### src/rtl/convPkg.sv
// shared pixel constants, pixel type and default sizes of the convolution engine
`default_nettype none

package convPkg;

    //////////////////////////////////////////////////////////////////////
    // default engine sizes
    //////////////////////////////////////////////////////////////////////

    // number of taps, a power of two and at least 2
    localparam int DefaultNumTaps = 8;

    // signed samples and weights share this width
    localparam int DefaultDataWidth = 16;

    //////////////////////////////////////////////////////////////////////
    // pixel output
    //////////////////////////////////////////////////////////////////////

    localparam int PixelWidth = 8;

    // magnitude of the sum saturates here
    localparam int PixelMax = 255;

    typedef logic [PixelWidth-1:0] pixelT;

endpackage

`default_nettype wire

### src/rtl/convControl.sv
// fill counter and valid delay line marking which sums are real results
`timescale 1ns/1ns
`default_nettype none

module convControl #(
    parameter int NumTaps = convPkg::DefaultNumTaps
) (
    input  logic clk,
    input  logic rst,
    input  logic sampleValid,
    output logic sumValid
);

    localparam int FillWidth = $clog2(NumTaps + 1);

    // one stage for the tap products, then one per adder level
    localparam int Delay = 1 + $clog2(NumTaps);

    logic [FillWidth-1:0] fillCount;
    logic                 chainFull;
    logic [Delay-1:0]     validPipe;

    //////////////////////////////////////////////////////////////////////
    // fill counter
    //////////////////////////////////////////////////////////////////////

    // accepted samples since reset, saturating at NumTaps
    always_ff @(posedge clk) begin
        if (rst) begin
            fillCount <= '0;
        end else if (sampleValid && (fillCount != FillWidth'(NumTaps))) begin
            fillCount <= fillCount + 1'b1;
        end
    end

    // the sample being accepted now is at least the NumTaps-th one
    assign chainFull = fillCount >= FillWidth'(NumTaps - 1);

    //////////////////////////////////////////////////////////////////////
    // valid delay line
    //////////////////////////////////////////////////////////////////////

    always_ff @(posedge clk) begin
        if (rst) begin
            validPipe <= '0;
        end else begin
            validPipe <= {validPipe[Delay-2:0], sampleValid && chainFull};
        end
    end

    // lines up with the root of the adder tree
    assign sumValid = validPipe[Delay-1];

endmodule

`default_nettype wire

### config.mk
export PLATFORM = sky130hd
export DESIGN_NAME = convControl
export DESIGN_NICKNAME = d
export VERILOG_FILES = /design/src/rtl/convPkg.sv /design/src/rtl/convControl.sv
export SDC_FILE = /design/constraint.sdc
export NUM_CORES = 1
export LEC_CHECK = 0
export BUFFER_PORTS_ARGS = -buffer_cell sky130_fd_sc_hd__buf_2
export CAP_MARGIN = 20
export CORE_AREA = 3 3 40 42
export CTS_BUF_LIST = sky130_fd_sc_hd__clkbuf_4 sky130_fd_sc_hd__clkbuf_8
export CTS_CLUSTER_DIAMETER = 200
export CTS_CLUSTER_SIZE = 14
export DETAILED_ROUTE_END_ITERATION = 10
export DIE_AREA = 0 0 43 45
export SLEW_MARGIN = 0
export SYNTH_ARGS = -nofsm -noshare
export SYNTH_HDL_FRONTEND = slang
export SYNTH_SLANG_ARGS = --single-unit
### constraint.sdc
create_clock -name clk -period 1.7 [get_ports clk]
set_clock_uncertainty 0.2 [all_clocks]
set_input_delay 0.255 -clock clk [delete_from_list [all_inputs] [get_ports clk]]
set_output_delay 0.255 -clock clk [all_outputs]
set_load 0.05 [all_outputs]
==> results.cfg, run 1 <==
[timing]
period_minus_slack_ns = 1.489
worstMarginPinSlew_ns = 0.2461
setup_viol = 0
rsz0062_at_grt = false
setup_ws_ns = 0.2113
finalHoldViolCount = 0
slew_violations = 0
fmax_mhz = 671.7
slew_headroom_pct = 83.71
tns_ns = 0
fin_crit_sh_pct = 87.57

[yosys]
yosysWarnings = 0
synth_cell_type_count = 16
synth_edf_count = 0
synth_top_area_share_pct = 49.42
synth_common_cells = dfxtp_1, nand2_1, nor2_1, nor2b_1
yosysTopAreaCell = dfxtp_1
yosysSeqAreaShare_pct = 49.42
synth.area.top_cells = dfxtp_1, ha_1, nor2b_1
synthCells = 33
async_flop_share_pct = 0
synth-seq-cells = 8
syn_nets = 38
mappedNetlistArea_um2 = 324.1
syn_avg_cell_area_um2 = 9.820
ys.flop_type = dfxtp_1
synth_most_common_cell = dfxtp_1

[critical_path]
r2r_start = fillCount[0]
rrSetupSlack_ns = 0.21
timing.rr.end = fillCount[0]
path_max_fanout = 4
start_kind = flop
cp-end-kind = flop
required_ns = 1.64
cp.arrival_ns = 1.43
r2r_cells = 5
path_class = flop to flop

[global_routing]
met1_usage_pct = 6.326
antenna_found_initial = 0
grt_first_pass_wirelength_um = 800
grt_use_total_pct = 5.848
grt_pass1_vias = 208
overflow = 0
grt-busiest-layer = met2
use_met3_pct = 1.195
grt_max_degree = 11
grtUsageMet2_pct = 8.683

[run]
drv_cap = 0

[route]
via_count = 209
drtPass1Iterations = 2
wl_per_cell_um = 8.057
avgViaCountPerCell = 3.943
drcViolationCount = 0
wirelength_um = 427
drt_iter0_drc = 1
drtAntennaViolNets = 0

[finish]
nets = 45
finalNonFillerCells = 53
stdcell_area_um2 = 376.6
areaGrowthSynthToFinish_pct = 16.22
fill_cells = 137
antenna_cells = 0
drive_gt1_share_pct = 18.42

[clock_network]
tritoncts = yes
clockBufferDepth = 2
cts.htree.levels = 1
cts_sinks = 8
cts_buffers = 3
hold_buffers = 0
clockRootBuffer = clkbuf_4
clkSlewWorstSetupHoldPaths_ns = 0.05
cts_setup_buffers = 0
clkLatencyLatePin_ns = 0.25
cts_resized = 0

[power_and_ir_drop]
powerDensity_nw_per_um2 = 969.5
p_leak_nw = 0.1550
peakVddDrop_mv = 0.1790
power.total_uw = 365.1

[placement]
dpl_cell_area_um2 = 354.1
io_buffers = 3
post-place-ws_ns = 0.2096
place_congestion = 0.6154
dp.final_hpwl_um = 310
place_inst = 50

[min_path]
holdPathStages = 2
worstHoldEndpoint = fillCount[2]
hold_start = rst
min_path_type = primary input to flop

[floorplanning]
start_util_pct = 25.22
io_pins = 4
die_w_um = 43
die_h_um = 45
coreArea_um2 = 1285
dieArea_um2 = 1935
num_rows = 13

[status]
status = finished clean
[sequential cells by signal, indices dropped and copies added (netlist names)]
name       cells
fillCount      4
validPipe      4
[metal layers]
layer,share of wire (%),wire length (um)
met3,0.70,3
met5,0,0
met2,49,209
met1,50,214
met4,0,0
[worst max path at each step]
stage                       from      endpoint  cells past startpoint
floorplan           fillCount[0]  fillCount[0]                      5
global placement    fillCount[0]  fillCount[0]                      5
detailed placement  fillCount[0]  fillCount[0]                      5
CTS                 fillCount[0]  fillCount[0]                      5
global route        fillCount[0]  fillCount[0]                      5
finish              fillCount[0]  fillCount[0]                      5
[cells in the final DEF (no fill, tap or decap)]
cell type and instances:
xor2_1 1, nor3b_1 1, nor2b_1 3, a21oi_1 2, o21a_1 1, ha_1 2
inv_1 2, mux2_4 1, or3b_1 1, mux2i_1 1, buf_2 3, nand2b_1 2
clkbuf_4 3, nand4_1 1, nor2_1 3, dfxtp_1 8, nand2_1 3
[cell families after synthesis]
group                      Yosys count  synth area share [%]
and+or+nand+nor                     14                 23.55
adders and majority gates            2                 7.721
muxes                                2                 7.721
AOI/OAI and AO/OA                    3                 5.406
xor gates and xnor gates             1                 2.703
DFF                                  8                 49.42
buffers and inverters                3                 3.475
[critical path: stages, from the launching register on]
cell     delay (ns)
dfxtp_1        0.38
inv_1          0.07
ha_1           0.19
nand2_1        0.07
o21a_1         0.17
mux2_4         0.30
[where the power goes]
group          switching [mW]  internal, mW
combinational          0.0119        0.0126
sequential            0.00496         0.192
clock                  0.0625        0.0807
[through the flow]
| step | utilization, % | hold WS (ns) |
|---|---|---|
| CTS | 29.31 | 0.07932 |
| finish | 29.31 | 0.09118 |
| detailed placement | 27.56 | 0.2253 |
| global route | 29.31 | 0.09904 |
| floorplan | - | 0.2138 |
| global placement | 27.56 | 0.2175 |
[final cells by class]
cell class / count / area [um^2] / area share (%)
clock buffers: 3 / 22.52 / 5.980
well taps: 15 / 18.77 / 4.983
repair buffers: 3 / 15.01 / 3.987
inverters: 2 / 7.507 / 1.993
flip-flops and latches: 8 / 160.2 / 42.53
multi-input cells: 22 / 152.6 / 40.53
Note: power is estimated with default switching activity, not from simulation.
==> inputs of run 2 (changes only) <==
- SETUP_SLACK_MARGIN: not set -> 0.3
==> run 2 against run 1 <==
Net effect:
- count of clock-buffer cells in the layout unchanged
- non-clock buffer count increased by 3
- sequential share of layout area decreased by 4.8 points
- final cell count is 5.7% higher
- core utilization increased by 4.8 points
- register-to-register slack improved by 0.07 ns
- clock power is 3% lower
==> results.cfg, run 2 (synthesis results as in run 1) <==
[clock_network]
cts_buffers = 3
clockRootBuffer = clkbuf_4
clockBufferDepth = 2
clkSlewWorstSetupHoldPaths_ns = 0.05
cts.htree.levels = 1
cts_sinks = 8
hold_buffers = 0
clkLatencyLatePin_ns = 0.25
tritoncts = yes

[finish]
drive_gt1_share_pct = 43.90
antenna_cells = 0
final_cell_mix = dfxtp_1, nor2_1, nor2b_1, clkbuf_4, buf_2
nets = 48
layout_commonest_cell = dfxtp_1
stdcell_area_um2 = 437.9
areaGrowthSynthToFinish_pct = 35.14
largestRegisters = fillCount x4, validPipe x4

[critical_path]
r2r_start = fillCount[1]
crit_chain = inv_2 > ha_4 > nand2_2 > o21a_1 > mux2_4
cp.arrival_ns = 1.35
cp_num_buf_inv = 1
start_kind = flop
r2r_cells = 5
startpoint = fillCount[1]
cp-end-kind = flop
cp_slowest_cell = dfxtp_4
worstSetupPathDepth = 5
crit_family = flip-flops
required_ns = 1.63
path_max_fanout = 4
critical-path-max-stage-delay_ns = 0.36
path_class = flop to flop

[floorplanning]
dieArea_um2 = 1935
coreArea_um2 = 1285
die_w_um = 43
io_pins = 4
start_util_pct = 25.22
die_h_um = 45
num_rows = 13

[route]
drcViolationCount = 0
wirelength_um = 521
drt_iter0_drc = 3
drtPass1Iterations = 2
avgViaCountPerCell = 4.125
wl_per_cell_um = 9.304
via_count = 231
drtAntennaViolNets = 0

[timing]
fin_crit_sh_pct = 83.27
finalHoldViolCount = 0
slew_violations = 0
whs_ns = 0.08355
slew_headroom_pct = 83.48
setup_viol = 0
worstMarginPinSlew_ns = 0.2496
rsz0062_at_grt = true
period_minus_slack_ns = 1.416
fmax_mhz = 706.4
tns_ns = 0

[min_path]
holdPathStages = 2
min_path_type = primary input to flop
hold_start = rst

[placement]
dpl_cell_area_um2 = 355.3
dp.final_hpwl_um = 342.1
io_buffers = 3
place_congestion = 0.6130

[global_routing]
overflow = 0
antenna_found_initial = 0
grt_pass1_vias = 211
grt_max_degree = 11
grt_first_pass_wirelength_um = 821
grt_use_total_pct = 6.005

[power_and_ir_drop]
p_leak_nw = 0.1727
peakVddDrop_mv = 0.3249
powerDensity_nw_per_um2 = 877.6

[status]
status = finished clean

[run]
drv_cap = 0
run 2: metrics by stage:
stage                     total power, mW  cells  utilization, %  setup WS, ns
after floorplan                    0.2204     33               -        0.3004
final                              0.3843     56           34.08        0.2844
after global routing               0.4171     56           34.08        0.2442
after CTS                          0.3813     56           31.45        0.3082
after global placement             0.2265     50           27.65        0.2392
after detailed placement           0.2277     50           27.65        0.2256
run 2: final timing paths:
kind / slack, ns / to
worst max-delay path: 0.28 / fillCount[0]
worst min-delay path: 0.08 / fillCount[2]
worst max register to register: 0.28 / fillCount[0]
worst min register to register: 0.23 / validPipe[1]
run 2: timing repair:
action,4_1_cts,5_1_grt
endpoints found under the setup margin,2,3
pin swaps,1,4
buffers inserted,3,0
resized for setup,4,7
endpoints found under the hold margin,0,0
run 2: area by class of cell:
cell class | instances | area [um^2]
Timing Repair Buffer | 6 | 41.29
Inverter | 2 | 7.507
Fill cell | 131 | 847.1
Tap cell | 15 | 18.77
Multi-Input combinational cell | 22 | 182.7
Clock buffer | 3 | 22.52
Sequential cell | 8 | 165.2
run 2: power by group:
part / switching (mW) / internal (mW)
clock network: 0.0584 / 0.0804
logic: 0.0204 / 0.0258
registers: 0.00608 / 0.193
total: 0.0848 / 0.299
run 2: metal layers:
layer / track usage, % / vias up / share of wire, %
li1: - / 124 / -
met1: 6.538 / 104 / 41
met2: 8.982 / 3 / 54
met3: 4.781 / 0 / 4.2
met4: 1.807 / 0 / 0
met5: 0 / - / 0
