==> src/rtl/convPkg.sv <==
// shared pixel constants, pixel type and default sizes of the convolution engine
`default_nettype none

package convPkg;

    //////////////////////////////////////////////////////////////////////
    // default engine sizes
    //////////////////////////////////////////////////////////////////////

    // number of taps, a power of two and at least 2
    localparam int DefaultNumTaps = 8;

    // signed samples and weights share this width
    localparam int DefaultDataWidth = 16;

    //////////////////////////////////////////////////////////////////////
    // pixel output
    //////////////////////////////////////////////////////////////////////

    localparam int PixelWidth = 8;

    // magnitude of the sum saturates here
    localparam int PixelMax = 255;

    typedef logic [PixelWidth-1:0] pixelT;

endpackage

`default_nettype wire

==> src/rtl/adderTree.sv <==
// pipelined binary reduction of the tap products into a single sum
`timescale 1ns/1ns
`default_nettype none

module adderTree #(
    parameter int NumTaps   = convPkg::DefaultNumTaps,
    parameter int DataWidth = convPkg::DefaultDataWidth,
    parameter int AccWidth  = 2 * DataWidth + $clog2(NumTaps)
) (
    input  logic                          clk,
    input  logic                          rst,
    input  logic signed [2*DataWidth-1:0] products [NumTaps],
    output logic signed [AccWidth-1:0]    sum
);

    // the tree is kept as a heap: node 0 is the root, children of node i
    // sit at 2i+1 and 2i+2, and the last NumTaps entries are the leaves
    localparam int NumNodes = NumTaps - 1;
    localparam int NumEntries = 2 * NumTaps - 1;

    // registered adders, one per internal node
    logic signed [AccWidth-1:0] node [NumNodes];

    // every heap entry: internal nodes followed by sign-extended products
    logic signed [AccWidth-1:0] entry [NumEntries];

    //////////////////////////////////////////////////////////////////////
    // heap view of the tree
    //////////////////////////////////////////////////////////////////////

    always_comb begin
        for (int i = 0; i < NumNodes; i++) begin
            entry[i] = node[i];
        end
        for (int k = 0; k < NumTaps; k++) begin
            entry[NumNodes + k] = AccWidth'(products[k]);
        end
    end

    //////////////////////////////////////////////////////////////////////
    // adder levels
    //////////////////////////////////////////////////////////////////////

    // all leaves sit at the same depth, so each level is one register stage
    // and the tree takes log2(NumTaps) cycles; no enable, a new set of
    // products may enter on every edge
    always_ff @(posedge clk) begin
        if (rst) begin
            for (int i = 0; i < NumNodes; i++) begin
                node[i] <= '0;
            end
        end else begin
            for (int i = 0; i < NumNodes; i++) begin
                node[i] <= entry[2*i + 1] + entry[2*i + 2];
            end
        end
    end

    assign sum = entry[0];

endmodule

`default_nettype wire

==> config.mk <==
export PLATFORM = sky130hd
export DESIGN_NAME = adderTree
export DESIGN_NICKNAME = d
export VERILOG_FILES = /design/src/rtl/convPkg.sv /design/src/rtl/adderTree.sv
export SDC_FILE = /design/constraint.sdc
export NUM_CORES = 1
export LEC_CHECK = 0
export ABC_AREA = 1
export BUFFER_PORTS_ARGS = -buffer_cell sky130_fd_sc_hd__buf_4
export CAP_MARGIN = 20
export CORE_MARGIN = 1
export CORE_UTILIZATION = 40
export CTS_CLUSTER_DIAMETER = 40
export DETAILED_ROUTE_END_ITERATION = 16
export PLACE_DENSITY_LB_ADDON = 0.12
export SYNTH_ARGS = -nofsm -noshare
export SYNTH_HDL_FRONTEND = slang
export SYNTH_SLANG_ARGS = --single-unit
==> constraint.sdc <==
create_clock -name clk -period 2.66 [get_ports clk]
set_input_delay 0.266 -clock clk [delete_from_list [all_inputs] [get_ports clk]]
set_output_delay 0.266 -clock clk [all_outputs]
set_load 0.03 [all_outputs]
==> reports/metrics.cfg, run 1 <==
[yosys]
ys_types=37
avgSynthCellArea_um2=5.906
seq_area_frac_synth_pct=22.72
ys_ff_latch=237
synthCells=3535
syn_area_um2=20880
yosys_warnings=0
synth.net_count=4028

[cts]
holdBufCountCts=0
clockBufferDepth=3
clockRootBuffer=clkbuf_16
clock_latency_ps=560
cts_tree=done
h-tree-depth=2
cts_buffers=42
ctsResizeCount=0
cts.sinks=237
post_cts_buffers=0
clk_pin_slew_ps=60

[timing]
final.setup_skew_ps=18.76
worst_slack_ps=492.3
min_period_over_period_pct=81.49
fmax_mhz=461.3
final-max-slew-violation-count=0
setup_viol=0
finalHoldViolations=0
tightest_slew_ps=695.1
tns_ps=0
rsz0062_at_grt=no
maxSlewHeadroom_pct=53.66
period_minus_slack_ps=2168

[layout]
top_register=node
n_antenna_cell=0
area_growth_syn_to_layout_pct=20.42
layout-drive-gt1-share_pct=11.25
post-route-util_pct=48.91
nets=4310
final_cell_mix=nand2_1 (1,008), nor2_1 (540), inv_1 (500)
reg.largest.list=node x237
layout_commonest_cell=nand2_1
largest_register_ffs=237

[power_and_ir_drop]
static-leakage-power_nw=13.09
ir_drop_v=0.0003642
power_density_nw_per_um2=622.4

[setup_path]
cp_common_cell=nand2_1
crit_family=adder cells
cp.arrival_ps=2620
required_ps=3110
path_cells=ha_1 > inv_1 > fa_1 > o21bai_2 > nand2_1 > nand2_1 > nand2_1 > nand2_2 > o21ai_0 > a21oi_1
cpMaxStageDelayCell=fa_1
path_class=reg2reg
slowest_delay_ps=440
start_kind=flip-flop
path_max_fanout=4
crit_buf_inv=1
endpoint_kind=flip-flop

[job]
cap_violations=0

[outcome]
status=finished, final reports clean

[global_routing]
grt_overflow=0
grt_first_pass_wirelength_um=109400
grt_use_met2_pct=40.08
use_met1_pct=36.99
grt_max_degree=63
grt-busiest-layer=met2
grtUsageTotal_pct=25.92
grt_pass1_vias=21060
antenna_found_initial=3
use_met3_pct=3.594

[floorplan]
fp-row-count=83
dieArea_um2=53110
num_io_pins=293
fp.dieH_um=230.5
initial_core_util_pct=40.62
coreArea_um2=51410
die_w_um=230.5

[route]
avgViaCountPerCell=4.948
drtIter0Drc=1592
drt-total-wl_um=69310
antenna_left=0
firstDrtPassIters=8
vias=22410
wl_per_cell_um=15.30
drc_errors=0

[place]
io_buffers=292
routabilityCongestion=0.9353
place_ws_ps=432.2
dp_hpwl_um=59230

[min_path]
hp-class=in2reg

[cell type report]
class | count | area (um^2)
clock buffer | 46 | 1097
multi-input combinational | 2734 | 13860
clock inverter | 30 | 414.1
timing repair buffer | 299 | 2282
inverter | 503 | 1891
fill | 5565 | 26260
tap | 680 | 850.8
sequential | 237 | 4745
[power breakdown]
part	internal (W)	total, W	switching (W)
clock network	0.00351	0.00562	0.00211
registers	0.00412	0.00437	0.000246
logic	0.00194	0.00566	0.00372
[worst min-delay path, delay by kind of cell]
| kind | cells | cell delay [ps] |
|---|---|---|
| buf+inv | 2 | 110 |
| fa+ha+maj | 1 | 110 |
| simple gates | 1 | 90 |
[cell usage after synthesis]
cell type | n | area share [%]
fa_1 | 7 | 0.67
nand3b_1 | 3 | 0.11
and2_1 | 4 | 0.12
xor2_1 | 4 | 0.17
a31oi_1 | 7 | 0.21
nor2_2 | 5 | 0.15
nand4_1 | 18 | 0.54
nor3b_1 | 2 | 0.072
xnor2_1 | 1 | 0.042
dfxtp_1 | 237 | 23
o21ai_0 | 248 | 5.9
inv_2 | 2 | 0.036
a21oi_1 | 414 | 9.9
nor3_2 | 6 | 0.29
o21a_1 | 11 | 0.40
o211ai_1 | 3 | 0.11
or2_4 | 1 | 0.042
inv_1 | 501 | 9.0
nand2_1 | 1008 | 18
a21o_1 | 3 | 0.11
nand2_2 | 31 | 0.93
o21ai_2 | 7 | 0.29
clkbuf_1 | 14 | 0.25
nor2_1 | 540 | 9.7
nand3_2 | 5 | 0.24
buf_4 | 36 | 1.3
a21boi_0 | 2 | 0.072
buf_6 | 1 | 0.054
nor4_1 | 7 | 0.21
o21bai_1 | 14 | 0.50
o21bai_2 | 1 | 0.054
nor3_1 | 48 | 1.2
a21oi_2 | 1 | 0.042
ha_1 | 228 | 14
buf_2 | 10 | 0.24
nand3_1 | 102 | 2.4
o21ai_1 | 3 | 0.072
[path summary, 6_finish.rpt]
check / start / endpoint / slack [ps] / cells after the start
max reg2reg: node[6][0] / node[2][16] / 490 / 10
min: products[32] / node[6][0] / 60 / 4
min reg2reg: node[1][0] / node[0][0] / 560 / 3
max: node[6][0] / node[2][16] / 490 / 10
[per-layer routing]
layer / up-vias / share of wire [%]
li1: 11900 / -
met1: 9751 / 49
met5: - / 0
met4: 0 / 2.4
met2: 661 / 42
met3: 92 / 6.2
[cells by family after synthesis]
| logic type | Yosys count | share of synthesized area (%) |
|---|---|---|
| buf+inv | 564 | 10.88 |
| xor+xnor | 5 | 0.2097 |
| compound gates | 714 | 17.73 |
| fa+ha+maj | 235 | 14.33 |
| simple gates | 1780 | 34.12 |
| flops | 237 | 22.72 |
[metrics by stage]
step | hold WS (ps) | power [W] | instances | area, um^2
2_1_floorplan | 485.4 | 0.008278 | 3535 | 20880
3_3_place_gp | 526.9 | 0.01002 | 4453 | 23630
3_5_place_dp | 548.8 | 0.01001 | 4453 | 23630
4_1_cts | 49.44 | 0.01572 | 4529 | 25140
5_1_grt | 88.93 | 0.01669 | 4529 | 25140
6_report | 61.63 | 0.01565 | 4529 | 25140
No activity file was read; power rests on OpenSTA's default activity.
==> run 2, diff against run 1 <==
==> constraint.sdc (replaced) <==
create_clock -name clk -period 2.2 [get_ports clk]
set_input_delay 0.22 -clock clk [delete_from_list [all_inputs] [get_ports clk]]
set_output_delay 0.22 -clock clk [all_outputs]
set_load 0.03 [all_outputs]
==> run 2 against run 1 <==
  * Setup slack lost 350 ps
  * Hold slack lost 19 ps
  * Clock power grew 1%
  * Cell count grew 0.15%
  * Combinational power grew 22%
  * Clock skew grew 8.7 ps
  * Cell area shrank 0.45%
  * Flip-flop and latch count is the same
  * Largest power group unchanged
  * Routed wire length shrank 0.47%
  * First-iteration DRC count shrank 12%
  * Highest routed layer unchanged
==> reports/metrics.cfg, run 2 (synthesized netlist as in run 1, its figures left out) <==
[timing]
fmax_mhz=485.8
rsz0062_at_grt=no
final.setup_skew_ps=27.46
setup_viol=0
maxSlewHeadroom_pct=45.79
min_period_over_period_pct=93.57
finalHoldWorstSlack_ps=42.40
finalHoldViolations=0
period_minus_slack_ps=2059
tightest_slew_ps=813.1
final-max-slew-violation-count=0
tns_ps=0

[floorplan]
num_io_pins=293
fp.dieH_um=230.5
die_w_um=230.5
initial_core_util_pct=40.62
coreArea_um2=51410
dieArea_um2=53110
fp-row-count=83

[cts]
cts_tree=done
clockBufferDepth=3
clock_latency_ps=550
cts.sinks=237
h-tree-depth=2
clk_pin_slew_ps=60
clockRootBuffer=clkbuf_16
cts_buffers=35

[setup_path]
endpoint_kind=flip-flop
r2r-end=node[2][32]
startpoint=products[32]
required_ps=2640
path_class=in2reg
start_kind=input pin
rr_worst_depth=12
cp.arrival_ps=2500
path_max_fanout=4
cp-endpoint=node[6][28]
r2r_start=node[6][0]
ff2ff_setup_slack_ps=220

[route]
wl_per_cell_um=15.21
avgViaCountPerCell=4.910
drc_errors=0
firstDrtPassIters=5
drtIter0Drc=1405
vias=22270
antenna_left=0
drt-total-wl_um=68980

[power_and_ir_drop]
finalPower_w=0.01786
ir_drop_v=0.0004189
power_density_nw_per_um2=713.8
static-leakage-power_nw=13.05

[layout]
layout-drive-gt1-share_pct=11.64
final_area_um2=25030
largest_register_ffs=237
area_growth_syn_to_layout_pct=19.88
layout_commonest_cell=nand2_1
nets=4324
n_antenna_cell=0
top_register=node
final_cell_mix=nand2_1 (1,006), nor2_1 (539), inv_1 (500)
reg.largest.list=node x237

[place]
dp_hpwl_um=59440
io_buffers=292
routabilityCongestion=0.9374
placed_cell_area_um2=23760

[global_routing]
grtUsageTotal_pct=25.78
antenna_found_initial=0
grt_first_pass_wirelength_um=109000
grt_max_degree=40
grt_overflow=0
grt_pass1_vias=20870

[job]
cap_violations=0

[min_path]
holdPathStages=4
hp-class=in2reg
min-delay-start=rst

[outcome]
status=finished, final reports clean

-- run 2: stage by stage --
| stage | utilization [%] | cells | setup slack [ps] |
|---|---|---|---|
| floorplan | - | 3535 | 398.4 |
| CTS | 48.61 | 4534 | 71.56 |
| global placement | 46.22 | 4470 | 35.64 |
| finish | 48.69 | 4536 | 141.4 |
| global route | 48.69 | 4536 | 40.39 |
| detailed placement | 46.22 | 4470 | 13.42 |
-- run 2: worst min path at each step --
| stage | end | slack, ps |
|---|---|---|
| global route | node[6][2] | 50 |
| finish | node[6][2] | 40 |
| CTS | node[6][2] | 10 |
| floorplan | node[3][0] | 440 |
| global placement | node[0][0] | 540 |
| detailed placement | node[0][0] | 560 |
-- run 2: timing repair --
action | in CTS | in global routing
hold buffers | 2 | 0
endpoints found under the setup margin | 0 | 17
endpoints found under the hold margin | 1 | 0
setup buffers | 0 | 2
resized for setup | 0 | 10
-- run 2: cell type report --
| class | count | area, um^2 |
|---|---|---|
| clock buffer | 38 | 917.1 |
| fill | 5637 | 26380 |
| multi-input combinational | 2734 | 13890 |
| inverter | 503 | 1891 |
| sequential | 237 | 4745 |
| timing repair buffer | 320 | 2445 |
| clock inverter | 24 | 292.8 |
| tap | 680 | 850.8 |
-- run 2: critical path, stage by stage --
cell	delay, ps
dlygate4sd3_1	540
buf_4	130
ha_1	200
fa_1	430
nand2_1	110
nand2_1	90
o211ai_1	100
nand2_1	140
nand2_1	80
nand2_1	150
nand2_1	120
nand3_1	80
nand2_1	70
nor2_1	40
-- run 2: layer usage --
| metal | vias to the layer above | track usage (%) | wire length, um | part of all wire, % |
|---|---|---|---|---|
| met5 | - | 0 | 0 | 0 |
| met4 | 0 | 6.747 | 1434 | 2.1 |
| met3 | 85 | 4.471 | 4077 | 5.9 |
| met2 | 545 | 40.30 | 29250 | 42 |
| met1 | 9702 | 36.30 | 34220 | 50 |
| li1 | 11940 | - | - | - |
-- run 2: power breakdown --
group          leakage, nW  switching [W]  total [W]  internal (W)
Sequential            1.97       0.000305    0.00529       0.00498
Clock                0.577        0.00221    0.00568       0.00347
Combinational         10.5        0.00451    0.00690       0.00239
