--- config.mk ---
export PLATFORM = sky130hd
export DESIGN_NAME = resultStage
export DESIGN_NICKNAME = d
export VERILOG_FILES = /design/src/rtl/convPkg.sv /design/src/rtl/resultStage.sv
export SDC_FILE = /design/constraint.sdc
export NUM_CORES = 1
export LEC_CHECK = 0
export ABC_AREA = 1
export ABC_CLOCK_PERIOD_IN_PS = 3000
export BUFFER_PORTS_ARGS = -buffer_cell sky130_fd_sc_hd__buf_2
export CORE_AREA = 2 2 72 74
export DETAILED_ROUTE_END_ITERATION = 12
export DIE_AREA = 0 0 74 76
export GPL_TIMING_DRIVEN = 0
export PLACE_DENSITY = 0.87
export SYNTH_ARGS = -nofsm -noshare
export SYNTH_HDL_FRONTEND = slang
export SYNTH_SLANG_ARGS = --single-unit
--- constraint.sdc ---
create_clock -name clk -period 3 [get_ports clk]
set_clock_uncertainty 0.15 [all_clocks]
set_input_delay 0.3 -clock clk [delete_from_list [all_inputs] [get_ports clk]]
set_output_delay 0.3 -clock clk [all_outputs]
set_load 0.1 [all_outputs]
--- src/rtl/convPkg.sv ---
// shared pixel constants, pixel type and default sizes of the convolution engine
`default_nettype none

package convPkg;

    //////////////////////////////////////////////////////////////////////
    // default engine sizes
    //////////////////////////////////////////////////////////////////////

    // number of taps, a power of two and at least 2
    localparam int DefaultNumTaps = 8;

    // signed samples and weights share this width
    localparam int DefaultDataWidth = 16;

    //////////////////////////////////////////////////////////////////////
    // pixel output
    //////////////////////////////////////////////////////////////////////

    localparam int PixelWidth = 8;

    // magnitude of the sum saturates here
    localparam int PixelMax = 255;

    typedef logic [PixelWidth-1:0] pixelT;

endpackage

`default_nettype wire

--- src/rtl/resultStage.sv ---
// output register for the signed sum, the saturated pixel and the valid flag
`timescale 1ns/1ns
`default_nettype none

module resultStage #(
    parameter int AccWidth = 2 * convPkg::DefaultDataWidth + $clog2(convPkg::DefaultNumTaps)
) (
    input  logic                       clk,
    input  logic                       rst,
    input  logic signed [AccWidth-1:0] sum,
    input  logic                       sumValid,
    output logic signed [AccWidth-1:0] result,
    output convPkg::pixelT             pixel,
    output logic                       resultValid
);

    import convPkg::*;

    // unsigned, so the most negative sum still gives the right magnitude
    logic [AccWidth-1:0] magnitude;
    pixelT               pixelNext;

    assign magnitude = sum[AccWidth-1] ? -sum : sum;

    // clamp the magnitude to the pixel range
    assign pixelNext = (magnitude > AccWidth'(PixelMax)) ? pixelT'(PixelMax)
                                                         : magnitude[PixelWidth-1:0];

    always_ff @(posedge clk) begin
        if (rst) begin
            result      <= '0;
            pixel       <= '0;
            resultValid <= 1'b0;
        end else begin
            result      <= sum;
            pixel       <= pixelNext;
            resultValid <= sumValid;
        end
    end

endmodule

`default_nettype wire

==> results of run 1 <==
stage by stage:
stage	cell area, µm²	hold slack, ps	total power (µW)	util (%)	instances
global route	3150	48.7	1630	64.2	537
CTS	3150	49.7	1570	64.2	537
finish	3150	45.3	1570	64.2	537
floorplan	2550	257	1020	-	380
global placement	3040	352	1120	61.8	529
detailed placement	3040	357	1120	61.8	529
final timing paths:
check / depth (start not counted) / end / start
max: 14 / pixel[5]$_SDFF_PP0_ / sum[0]
min: 3 / resultValid$_SDFF_PP0_ / sumValid
cell type report:
class | instances | area, µm² | share of cell area [%]
plain buffers | 10 | 55.1 | 1.75
multi-input cells | 280 | 1450 | 45.9
well taps | 70 | 87.6 | 2.78
clock buffers | 5 | 68.8 | 2.18
clock inverters | 3 | 46.3 | 1.47
repair buffers | 79 | 395 | 12.5
flip-flops and latches | 44 | 881 | 27.9
inverters | 46 | 173 | 5.48
power breakdown:
part           switching (µW)  leakage [µW]  internal [µW]  total [µW]
Combinational             395       0.00127           97.3         492
Sequential               6.19      0.000368            615         621
Clock                     206     0.0000548            251         457
Total                     607       0.00169            963        1570
routing by layer:
metal | wire length (µm) | vias to the layer above
met5 | 0 | -
met4 | 76 | 0
met1 | 2840 | 1151
met2 | 3100 | 118
met3 | 589 | 10
li1 | - | 1333
cells in the mapped netlist (all sizes together):
library cell	number	share of area, %
nand3	31	8.2
inv	46	6.8
and3	1	0.25
o21ai	13	3.0
nand4	6	1.5
nor3	1	0.20
a21oi	8	2.6
nor2	102	19
buf	9	2.0
nand2	106	18
and2	1	0.25
xor2	9	3.1
o22ai	1	0.25
dfxtp	44	34
clkbuf	1	0.15
ha	1	0.49
placed cells by master (no fill, tap or decap), types with 7 or more instances in the layout:
master / count
sky130_fd_sc_hd__buf_2: 81
sky130_fd_sc_hd__xor2_1: 9
sky130_fd_sc_hd__nor2_1: 82
sky130_fd_sc_hd__inv_1: 43
sky130_fd_sc_hd__dfxtp_1: 44
sky130_fd_sc_hd__nor2_2: 13
sky130_fd_sc_hd__o21ai_0: 7
sky130_fd_sc_hd__a21oi_2: 7
sky130_fd_sc_hd__nand2_1: 95
sky130_fd_sc_hd__nand2_2: 7
sky130_fd_sc_hd__nand3_1: 23
state kept, by name, indices dropped and copies added (netlist names):
name         cells
pixel            8
result          35
resultValid      1
cell families after synthesis:
group / Yosys count / synth area share, %
xor+xnor: 9 / 3.09
fa+ha+maj: 1 / 0.490
compound gates: 22 / 5.83
simple gates: 248 / 47.2
buf+inv: 56 / 8.92
flops: 44 / 34.5
==> key figures, run 1 <==
STA
  – Min Clock Period, post-route: 2130 ps
  – Relative slew slack: between 50% and 60%
  – RSZ-0062 raised after global routing: false
  – Final count of pins violating max slew: 0
  – Final Hold Violating Endpoints: 0
  – Measured slew at the worst slew-check pin: about 610 ps
  – Post-route setup slack: roughly 870 ps
  – Final setup fails: 0
  – Share of the clock period used by the worst path: slightly above 70%
  – Post-Route Setup TNS: 0 ps
  – Maximum clock rate: around 470 MHz

Clocking
  – Number of buffers inserted by post-CTS setup repair: 0
  – Clock tree from TritonCTS: done
  – CTS root buffer: sky130_fd_sc_hd__clkbuf_8
  – Total clock buffers created by CTS: 5
  – Number of levels the H-tree was split into: 2
  – Total number of clock tree sinks: 44
  – Number of gates given a new drive strength after cts: 0
  – Clock tree buffer depth: 2
  – Clock transition at the registers of the reported paths: ~80 ps
  – Number of buffers inserted by hold repair at cts: 0

Global route
  – Met2 Use GR: approximately two fifths
  – Met3 layer usage reported by global route: around 4.2%
  – Vias in the first global route: between 2,000 and 2,500
  – First-pass GRT wire length: roughly 11,000 µm
  – Congestion Overflow GR: 0
  – Most utilized layer in the global route result: met2
  – Largest net degree at the start of global routing: 16
  – Met1 GRT Util: around a third
  – All-Layer GR Usage: roughly 24%
  – Number of antenna violations at the first check in global routing: 0

Worst setup path
  – Startpoint type of the worst setup path: input port
  – Max FO, Critical Path: 8
  – Category of the worst setup path capture point: flop
  – Crit path cell chain: buf_2 -> inv_1 -> ha_1 -> nand2_4 -> nor2_8 -> nand2_4 -> nand2_8 -> nand2_1 -> xor2_1 -> nand2_1 -> nor2_2 -> nand3_4 -> nor2_8 -> a21oi_2
  – Largest stage delay on the critical path: 250 ps
  – Worst Setup Path Type: input port to flop
  – Arrival time reported for the critical path endpoint: 2140 ps
  – Buffer and inverter count on the worst path: 2
  – Worst path required time: around 3000 ps
  – Critical path's top delay family: simple AND/OR/NAND/NOR gates
  – Cell with the largest stage delay on the worst path: sky130_fd_sc_hd__ha_1

Power
  – Power Density: ~500 nW/µm²
  – Leakage: 0.00169 µW
  – Highest ir drop seen on vdd: between 0.0002 and 0.0003 V

Detailed routing
  – Number of optimization iterations in the first detailed-route pass: 5
  – Wirelength per Cell: about 12 µm
  – Antenna Violating Nets Remaining: 0
  – Vias after detailed routing: 2,612
  – DR DRC count: 0
  – Detailed Route Iter0 Violations: around 130
  – Total Routed Length: around 6600 µm
  – Detail-routed via count per cell: around 4.9

Logic synthesis
  – Cell count after synthesis: 380
  – Number of synthesized register bits: 44
  – Count of yosys warnings during synthesis: 0
  – Number of unique standard cell types used by synthesis: 31
  – Fraction of the yosys area taken by sequential cells: approximately a third
  – Post-synth design cell area: between 2000 and 3000 µm²
  – Net count of the mapped netlist: approximately 420
  – Post-Synthesis Mean Instance Area: roughly 6.7 µm²

Outcome
  – Outcome: completed

Layout
  – Area growth from synthesis to layout: 23.4%
  – Layout Nets: roughly 500
  – Antenna diode count: 0
  – Fraction of layout instances using a drive strength above 1: between 30% and 40%
  – Filler cells: approximately 460

Hold path
  – Hold Crit Class: input port to flop

Floorplan
  – Overall die height: about 76 µm
  – Horizontal extent of the die: ~74 µm
  – Number of rows in the core area: 26
  – Initial core utilization: about 52%
  – Floorplan die area: approximately 5600 µm²
  – Area of the placeable core: 4910 µm²
  – Number of top-level pins: roughly 80

Placement
  – Final GP Congestion: about 0.87
  – DP HPWL: about 5300 µm
  – Port Buffer Count: 79
  – Worst slack after detailed placement: 568 ps

Run
  – Count of maximum capacitance violations: 0
Note: power is estimated with default switching activity, not from simulation.
==> inputs of run 2 (changes only) <==
ABC_AREA = 0   (was 1)
ABC_CLOCK_PERIOD_IN_PS = 1800   (was 3000)
CORE_AREA = 2 2 75 77   (was 2 2 72 74)
DIE_AREA = 0 0 77 79   (was 0 0 74 76)
PLACE_DENSITY = 0.78   (was 0.87)
clock period = 1.8 ns   (was 3 ns; I/O delays follow)
==> run 2 against run 1 <==
Against the previous run: the flow now finishes with violations (negative hold slack, negative setup slack); routed wire length rose by 7.9%; cell count is 20% lower; global-route usage shrank 2.3 points; setup slack lost 1400 ps; synthesized area decreased by 10%; via count down 5.0%; clock power grew 90%; critical path type unchanged; largest cell class unchanged.
==> key figures, run 2 <==
STA
  – RSZ-0062 raised after global routing: true
  – Final setup fails: 8
  – Share of the clock period used by the worst path: 128%
  – Post-route setup slack: -498 ps
  – Hold Worst Slack: -10.4 ps
  – Maximum clock rate: approximately 440 MHz
  – Relative slew slack: about 59%
  – Min Clock Period, post-route: roughly 2300 ps
  – Final count of pins violating max slew: 0
  – Measured slew at the worst slew-check pin: between 600 and 700 ps
  – Post-Route Setup TNS: -3910 ps
  – Final Hold Violating Endpoints: 1

Layout
  – Most used cells in the layout excluding fill and tap cells: sky130_fd_sc_hd__buf_2, sky130_fd_sc_hd__dfxtp_1, sky130_fd_sc_hd__nor2b_1
  – Antenna diode count: 0
  – Filler cells: 448
  – Reg with most FFs: result
  – Area growth from synthesis to layout: 47.2%
  – Post-layout utilization of the core: between 60% and 70%
  – Biggest registers after layout: result x35, pixel x8, resultValid x1
  – Layout Nets: roughly 400
  – Leading cell type in the layout, fill and taps excluded: sky130_fd_sc_hd__buf_2
  – Largest register FFs: 35
  – Fraction of layout instances using a drive strength above 1: 40.7%

Global route
  – Congestion Overflow GR: 0
  – Largest net degree at the start of global routing: 14
  – First-pass GRT wire length: approximately 11,000 µm
  – Number of antenna violations at the first check in global routing: 0
  – All-Layer GR Usage: between 20% and 30%
  – Vias in the first global route: 2,163

Floorplan
  – Initial core utilization: around 43%
  – Horizontal extent of the die: 77 µm
  – Number of rows in the core area: 27
  – Floorplan die area: between 6000 and 7000 µm²
  – Overall die height: between 70 and 80 µm
  – Area of the placeable core: 5340 µm²
  – Number of top-level pins: 82

Worst setup path
  – Worst Setup Path Type: input port to flop
  – Startpoint type of the worst setup path: input port
  – Max FO, Critical Path: 8
  – Category of the worst setup path capture point: flop
  – Arrival time reported for the critical path endpoint: about 2300 ps
  – Worst path required time: 1800 ps

Logic synthesis
  – Async set-or-reset flop fraction in the synthesized netlist: 0%
  – Area leader, netlist: sky130_fd_sc_hd__dfxtp_1
  – Cell count after synthesis: 262
  – Post-Synthesis Mean Instance Area: approximately 8.8 µm²
  – Number of unique standard cell types used by synthesis: between 50 and 60
  – Most common cell in the synthesized netlist: sky130_fd_sc_hd__dfxtp_1
  – Fraction of the yosys area taken by sequential cells: between 30% and 40%
  – Net count of the mapped netlist: between 300 and 400
  – Largest cells by area after synthesis: sky130_fd_sc_hd__dfxtp_1, sky130_fd_sc_hd__nor2b_1, sky130_fd_sc_hd__nor4_1
  – Count of yosys warnings during synthesis: 0
  – Post-synth design cell area: ~2300 µm²
  – Share of the synthesized area in the top cell type: 38.3%
  – Number of synthesized register bits: 44
  – Top cells by instance count after synthesis: sky130_fd_sc_hd__dfxtp_1, sky130_fd_sc_hd__nor2b_1, sky130_fd_sc_hd__nor2_1
  – Commonest register cell after synthesis: sky130_fd_sc_hd__dfxtp_1
  – Number of flops mapped to enable cells by yosys: 0

Detailed routing
  – Vias after detailed routing: 2,481
  – Wirelength per Cell: between 15 and 20 µm
  – DR DRC count: 0
  – Detail-routed via count per cell: 5.76
  – Antenna Violating Nets Remaining: 0
  – Detailed Route Iter0 Violations: between 150 and 200
  – Total Routed Length: around 7100 µm
  – Number of optimization iterations in the first detailed-route pass: 5

Power
  – Highest ir drop seen on vdd: between 0.0003 and 0.0004 V
  – Sum of internal, switching and leakage power: 2710 µW
  – Leakage: around 0.0014 µW
  – Power Density: 802 nW/µm²

Clocking
  – Clock transition at the registers of the reported paths: 80 ps
  – Number of levels the H-tree was split into: 2
  – Clock tree from TritonCTS: done
  – Total number of clock tree sinks: 44
  – CTS root buffer: sky130_fd_sc_hd__clkbuf_8
  – Total clock buffers created by CTS: 5
  – Clock tree buffer depth: 2

Outcome
  – Outcome: finished with violations
  – Violations in the final reports: negative hold slack, negative setup slack

Hold path
  – Worst Hold Path Cells: 2
  – Hold Crit Class: input port to flop

Placement
  – Final GP Congestion: 0.945
  – Worst slack after detailed placement: -1090 ps
  – Port Buffer Count: 75
  – DP HPWL: 4850 µm

Run
  – Count of maximum capacitance violations: 0
-- run 2: changes by cell type after synthesis, sizes merged, moves of 4 or more --
cell	before	now
nor2	102	22
a41oi	0	9
or3	0	4
clkbuf	1	13
inv	46	4
nand2	106	12
o21ai	13	9
nor4	0	16
buf	9	4
nor2b	0	34
o31ai	0	4
or4	0	8
nor3	1	13
nand3	31	5
-- run 2: layer usage --
layer / track usage, % / up-vias / part of all wire [%]
met3: 3.64 / 10 / 8.7
met2: 35.1 / 133 / 49
li1: - / 1177 / -
met5: 0 / - / 0
met1: 29.4 / 1161 / 41
met4: 9.11 / 0 / 1.5
-- run 2: worst paths after layout --
path | from | end | slack (ps)
worst max-delay path | sum[0] | pixel[1]$_SDFF_PP0_ | -500
worst min-delay path | sum[2] | result[2]$_SDFF_PP0_ | -10
-- run 2: power breakdown --
part / total (µW) / leakage [µW] / internal [µW] / switching (µW)
Clock: 867 / 0.0000642 / 546 / 321
Sequential: 1040 / 0.000368 / 1020 / 10.3
Combinational: 811 / 0.000958 / 187 / 624
-- run 2: stage by stage --
step	std cells	instance area (µm²)
after global placement	409	2820
final	431	3380
after detailed placement	409	2820
after floorplan	262	2350
after global routing	431	3380
after CTS	424	3090
-- run 2: logic make-up after synthesis --
| kind of cell | share of synthesized area, % |
|---|---|
| AND/OR/NAND/NOR | 35.7 |
| flip-flops | 38.3 |
| adder cells (fa/ha/maj) | 0.545 |
| XOR/XNOR | 3.43 |
| buffers and inverters | 3.81 |
| AO/OA/AOI/OAI | 16.3 |
| multiplexers | 1.80 |
-- run 2: area by class of cell --
| type | count | area [µm²] | share of cell area (%) |
|---|---|---|---|
| plain buffers | 17 | 114 | 3.37 |
| clock buffers | 5 | 68.8 | 2.03 |
| clock inverters | 2 | 60.1 | 1.78 |
| inverters | 4 | 15.0 | 0.444 |
| multi-input cells | 197 | 1600 | 47.2 |
| flip-flops and latches | 44 | 881 | 26.0 |
| well taps | 72 | 90.1 | 2.66 |
| repair buffers | 90 | 558 | 16.5 |
-- run 2: what timing repair did --
action,4_1_cts,5_1_grt
pin swaps,5,13
hold endpoints to repair,2,0
buffers inserted,6,8
setup endpoints to repair,8,8
gates resized for setup,16,54
hold buffers,2,0
-- run 2: worst max-delay path, cell delays in order --
cell                        delay, ps
sky130_fd_sc_hd__buf_8            100
sky130_fd_sc_hd__or4_4            560
sky130_fd_sc_hd__clkbuf_16        180
sky130_fd_sc_hd__or3_1            310
sky130_fd_sc_hd__nor3_2           130
sky130_fd_sc_hd__mux2i_1          200
sky130_fd_sc_hd__nand3b_1         130
sky130_fd_sc_hd__nor4_4           210
sky130_fd_sc_hd__buf_12           180
sky130_fd_sc_hd__a41oi_2          120
==> inputs of run 3 (changes only) <==
CORE_AREA = 2 2 91 93   (was 2 2 75 77)
DIE_AREA = 0 0 93 95   (was 0 0 77 79)
PLACE_DENSITY = 0.58   (was 0.78)
==> run 3 against run 2 <==
Against the previous run: the flow finishes with violations (negative setup slack); non-clock buffer count fell by 3; fmax fell by 1.9%; cell area fell by 4.3%; via count fell by 2.9%; cell count rose by 7.2%; first-iteration DRC count fell by 4.3%; sequential share of layout area rose by 1.2 points; setup slack got worse by 45 ps; die area rose by 45%; count of clock-buffer cells in the layout rose by 1; power fell by 5.7%.
==> key figures, run 3 (synthesized netlist as in run 2, its figures left out) <==
Detailed routing
  – Detail-routed via count per cell: between 5 and 6
  – Wirelength per Cell: approximately 16 µm
  – DR DRC count: 0
  – Number of optimization iterations in the first detailed-route pass: 5
  – Detailed Route Iter0 Violations: about 160
  – Total Routed Length: between 7000 and 8000 µm
  – Vias after detailed routing: between 2,000 and 2,500
  – Antenna Violating Nets Remaining: 0

Placement
  – Worst slack after detailed placement: -1160 ps
  – Placed cell count: 442
  – Port Buffer Count: 75
  – DP HPWL: about 5300 µm
  – Final GP Congestion: around 1

Clocking
  – Clock tree buffer depth: 2
  – Total clock buffers created by CTS: 5
  – Clock tree from TritonCTS: done
  – CTS root buffer: sky130_fd_sc_hd__clkbuf_8
  – Number of levels the H-tree was split into: 2
  – Clock transition at the registers of the reported paths: ~90 ps
  – Total number of clock tree sinks: 44

Global route
  – Most utilized layer in the global route result: met2
  – Vias in the first global route: 2,297
  – Met3 layer usage reported by global route: under 10%
  – Met2 Use GR: 26.3%
  – Congestion Overflow GR: 0
  – All-Layer GR Usage: between 10% and 20%
  – Met1 GRT Util: 21.8%
  – Largest net degree at the start of global routing: 14
  – First-pass GRT wire length: between 10,000 and 15,000 µm
  – Number of antenna violations at the first check in global routing: 0

Outcome
  – Violations in the final reports: negative setup slack
  – Outcome: finished with violations

STA
  – Measured slew at the worst slew-check pin: about 630 ps
  – Final setup fails: 8
  – Post-Route Setup TNS: -4210 ps
  – Relative slew slack: about 58%
  – RSZ-0062 raised after global routing: true
  – Post-route setup slack: -543 ps
  – Min Clock Period, post-route: 2340 ps
  – Maximum clock rate: approximately 430 MHz
  – Final count of pins violating max slew: 0
  – Final Hold Violating Endpoints: 0
  – Share of the clock period used by the worst path: 130%

Layout
  – Post-layout utilization of the core: around two fifths
  – Leading cell type in the layout, fill and taps excluded: sky130_fd_sc_hd__buf_2
  – Fraction of layout instances using a drive strength above 1: a little under two fifths
  – Layout Nets: approximately 400
  – Antenna diode count: 0
  – Layout Cells excl Fill: around 460
  – Area growth from synthesis to layout: 40.9%
  – Most used cells in the layout excluding fill and tap cells: sky130_fd_sc_hd__buf_2, sky130_fd_sc_hd__dfxtp_1, sky130_fd_sc_hd__nor2b_1
  – Reg with most FFs: result
  – Biggest registers after layout: result x35, pixel x8, resultValid x1
  – Largest register FFs: 35

Power
  – Power Density: between 700 and 800 nW/µm²
  – Leakage: around 0.0013 µW
  – Sum of internal, switching and leakage power: 2560 µW
  – Highest ir drop seen on vdd: approximately 0.00033 V

Worst setup path
  – Max FO, Critical Path: 9
  – Worst Setup Path Type: input port to flop
  – Worst path required time: approximately 1900 ps
  – Category of the worst setup path capture point: flop
  – Arrival time reported for the critical path endpoint: 2410 ps
  – Startpoint type of the worst setup path: input port

Floorplan
  – Number of rows in the core area: 33
  – Horizontal extent of the die: between 90 and 100 µm
  – Initial core utilization: approximately 29%
  – Overall die height: roughly 95 µm
  – Number of top-level pins: between 80 and 90
  – Floorplan die area: between 8000 and 9000 µm²
  – Area of the placeable core: 7930 µm²

Run
  – Count of maximum capacitance violations: 0

Hold path
  – Hold Crit Class: input port to flop
run 3: cell types whose count changed in the layout (fill, tap and decap cells not counted), moves of 2 or more:
cell	before	now
sky130_fd_sc_hd__nor3_4	4	2
sky130_fd_sc_hd__nor4_2	3	1
sky130_fd_sc_hd__buf_2	70	73
sky130_fd_sc_hd__nor4_1	8	11
sky130_fd_sc_hd__a41oi_1	1	4
sky130_fd_sc_hd__clkbuf_1	8	10
sky130_fd_sc_hd__a41oi_2	8	5
sky130_fd_sc_hd__nor3_2	1	3
sky130_fd_sc_hd__buf_12	2	0
sky130_fd_sc_hd__buf_4	13	10
sky130_fd_sc_hd__buf_6	7	4
run 3: worst max-delay path, cell delays in order:
cell	delay, ps
sky130_fd_sc_hd__clkbuf_2	190
sky130_fd_sc_hd__or4_4	580
sky130_fd_sc_hd__nor4_4	290
sky130_fd_sc_hd__nor3b_2	250
sky130_fd_sc_hd__nand2_1	90
sky130_fd_sc_hd__and4b_1	180
sky130_fd_sc_hd__o32a_4	420
sky130_fd_sc_hd__a41oi_2	210
run 3: where the power goes:
part / switching, µW / internal (µW) / total, µW / leakage, µW
sequential: 10.9 / 1020 / 1040 / 0.000368
combinational: 608 / 172 / 780 / 0.000886
clock: 331 / 412 / 743 / 0.0000552
total: 950 / 1610 / 2560 / 0.00131
run 3: final timing paths:
kind / startpoint / end / cells after the start / slack (ps)
hold / removal: rst / result[23]$_SDFF_PP0_ / 2 / 10
setup / recovery: sum[25] / pixel[0]$_SDFF_PP0_ / 8 / -540
run 3: what timing repair did:
item,4_1_cts,5_1_grt
setup endpoints to repair,8,8
resized for setup,18,16
hold buffers,3,0
setup buffers,6,3
cloned,0,0
hold endpoints to repair,3,0
pin swaps,6,9
run 3: cell type report:
cell class | count | area, µm²
multi-input combinational | 197 | 1500
timing repair buffer | 87 | 495
buffer | 17 | 108
tap | 105 | 131
clock buffer | 6 | 72.6
fill | 846 | 4690
inverter | 4 | 15.0
clock inverter | 2 | 35.0
sequential | 44 | 881
run 3: metal layers:
layer  up-vias  routed length [µm]
met5         -                   0
li1       1171                   -
met4         0                  90
met1      1139                3340
met2        90                3540
met3         8                 392
run 3: per-stage QoR:
| step | instance area [µm²] | hold WS, ps |
|---|---|---|
| 2_1_floorplan | 2350 | 102 |
| 3_3_place_gp | 2860 | 239 |
| 3_5_place_dp | 2860 | 249 |
| 4_1_cts | 3130 | 16.0 |
| 5_1_grt | 3240 | 18.4 |
| 6_report | 3240 | 12.4 |
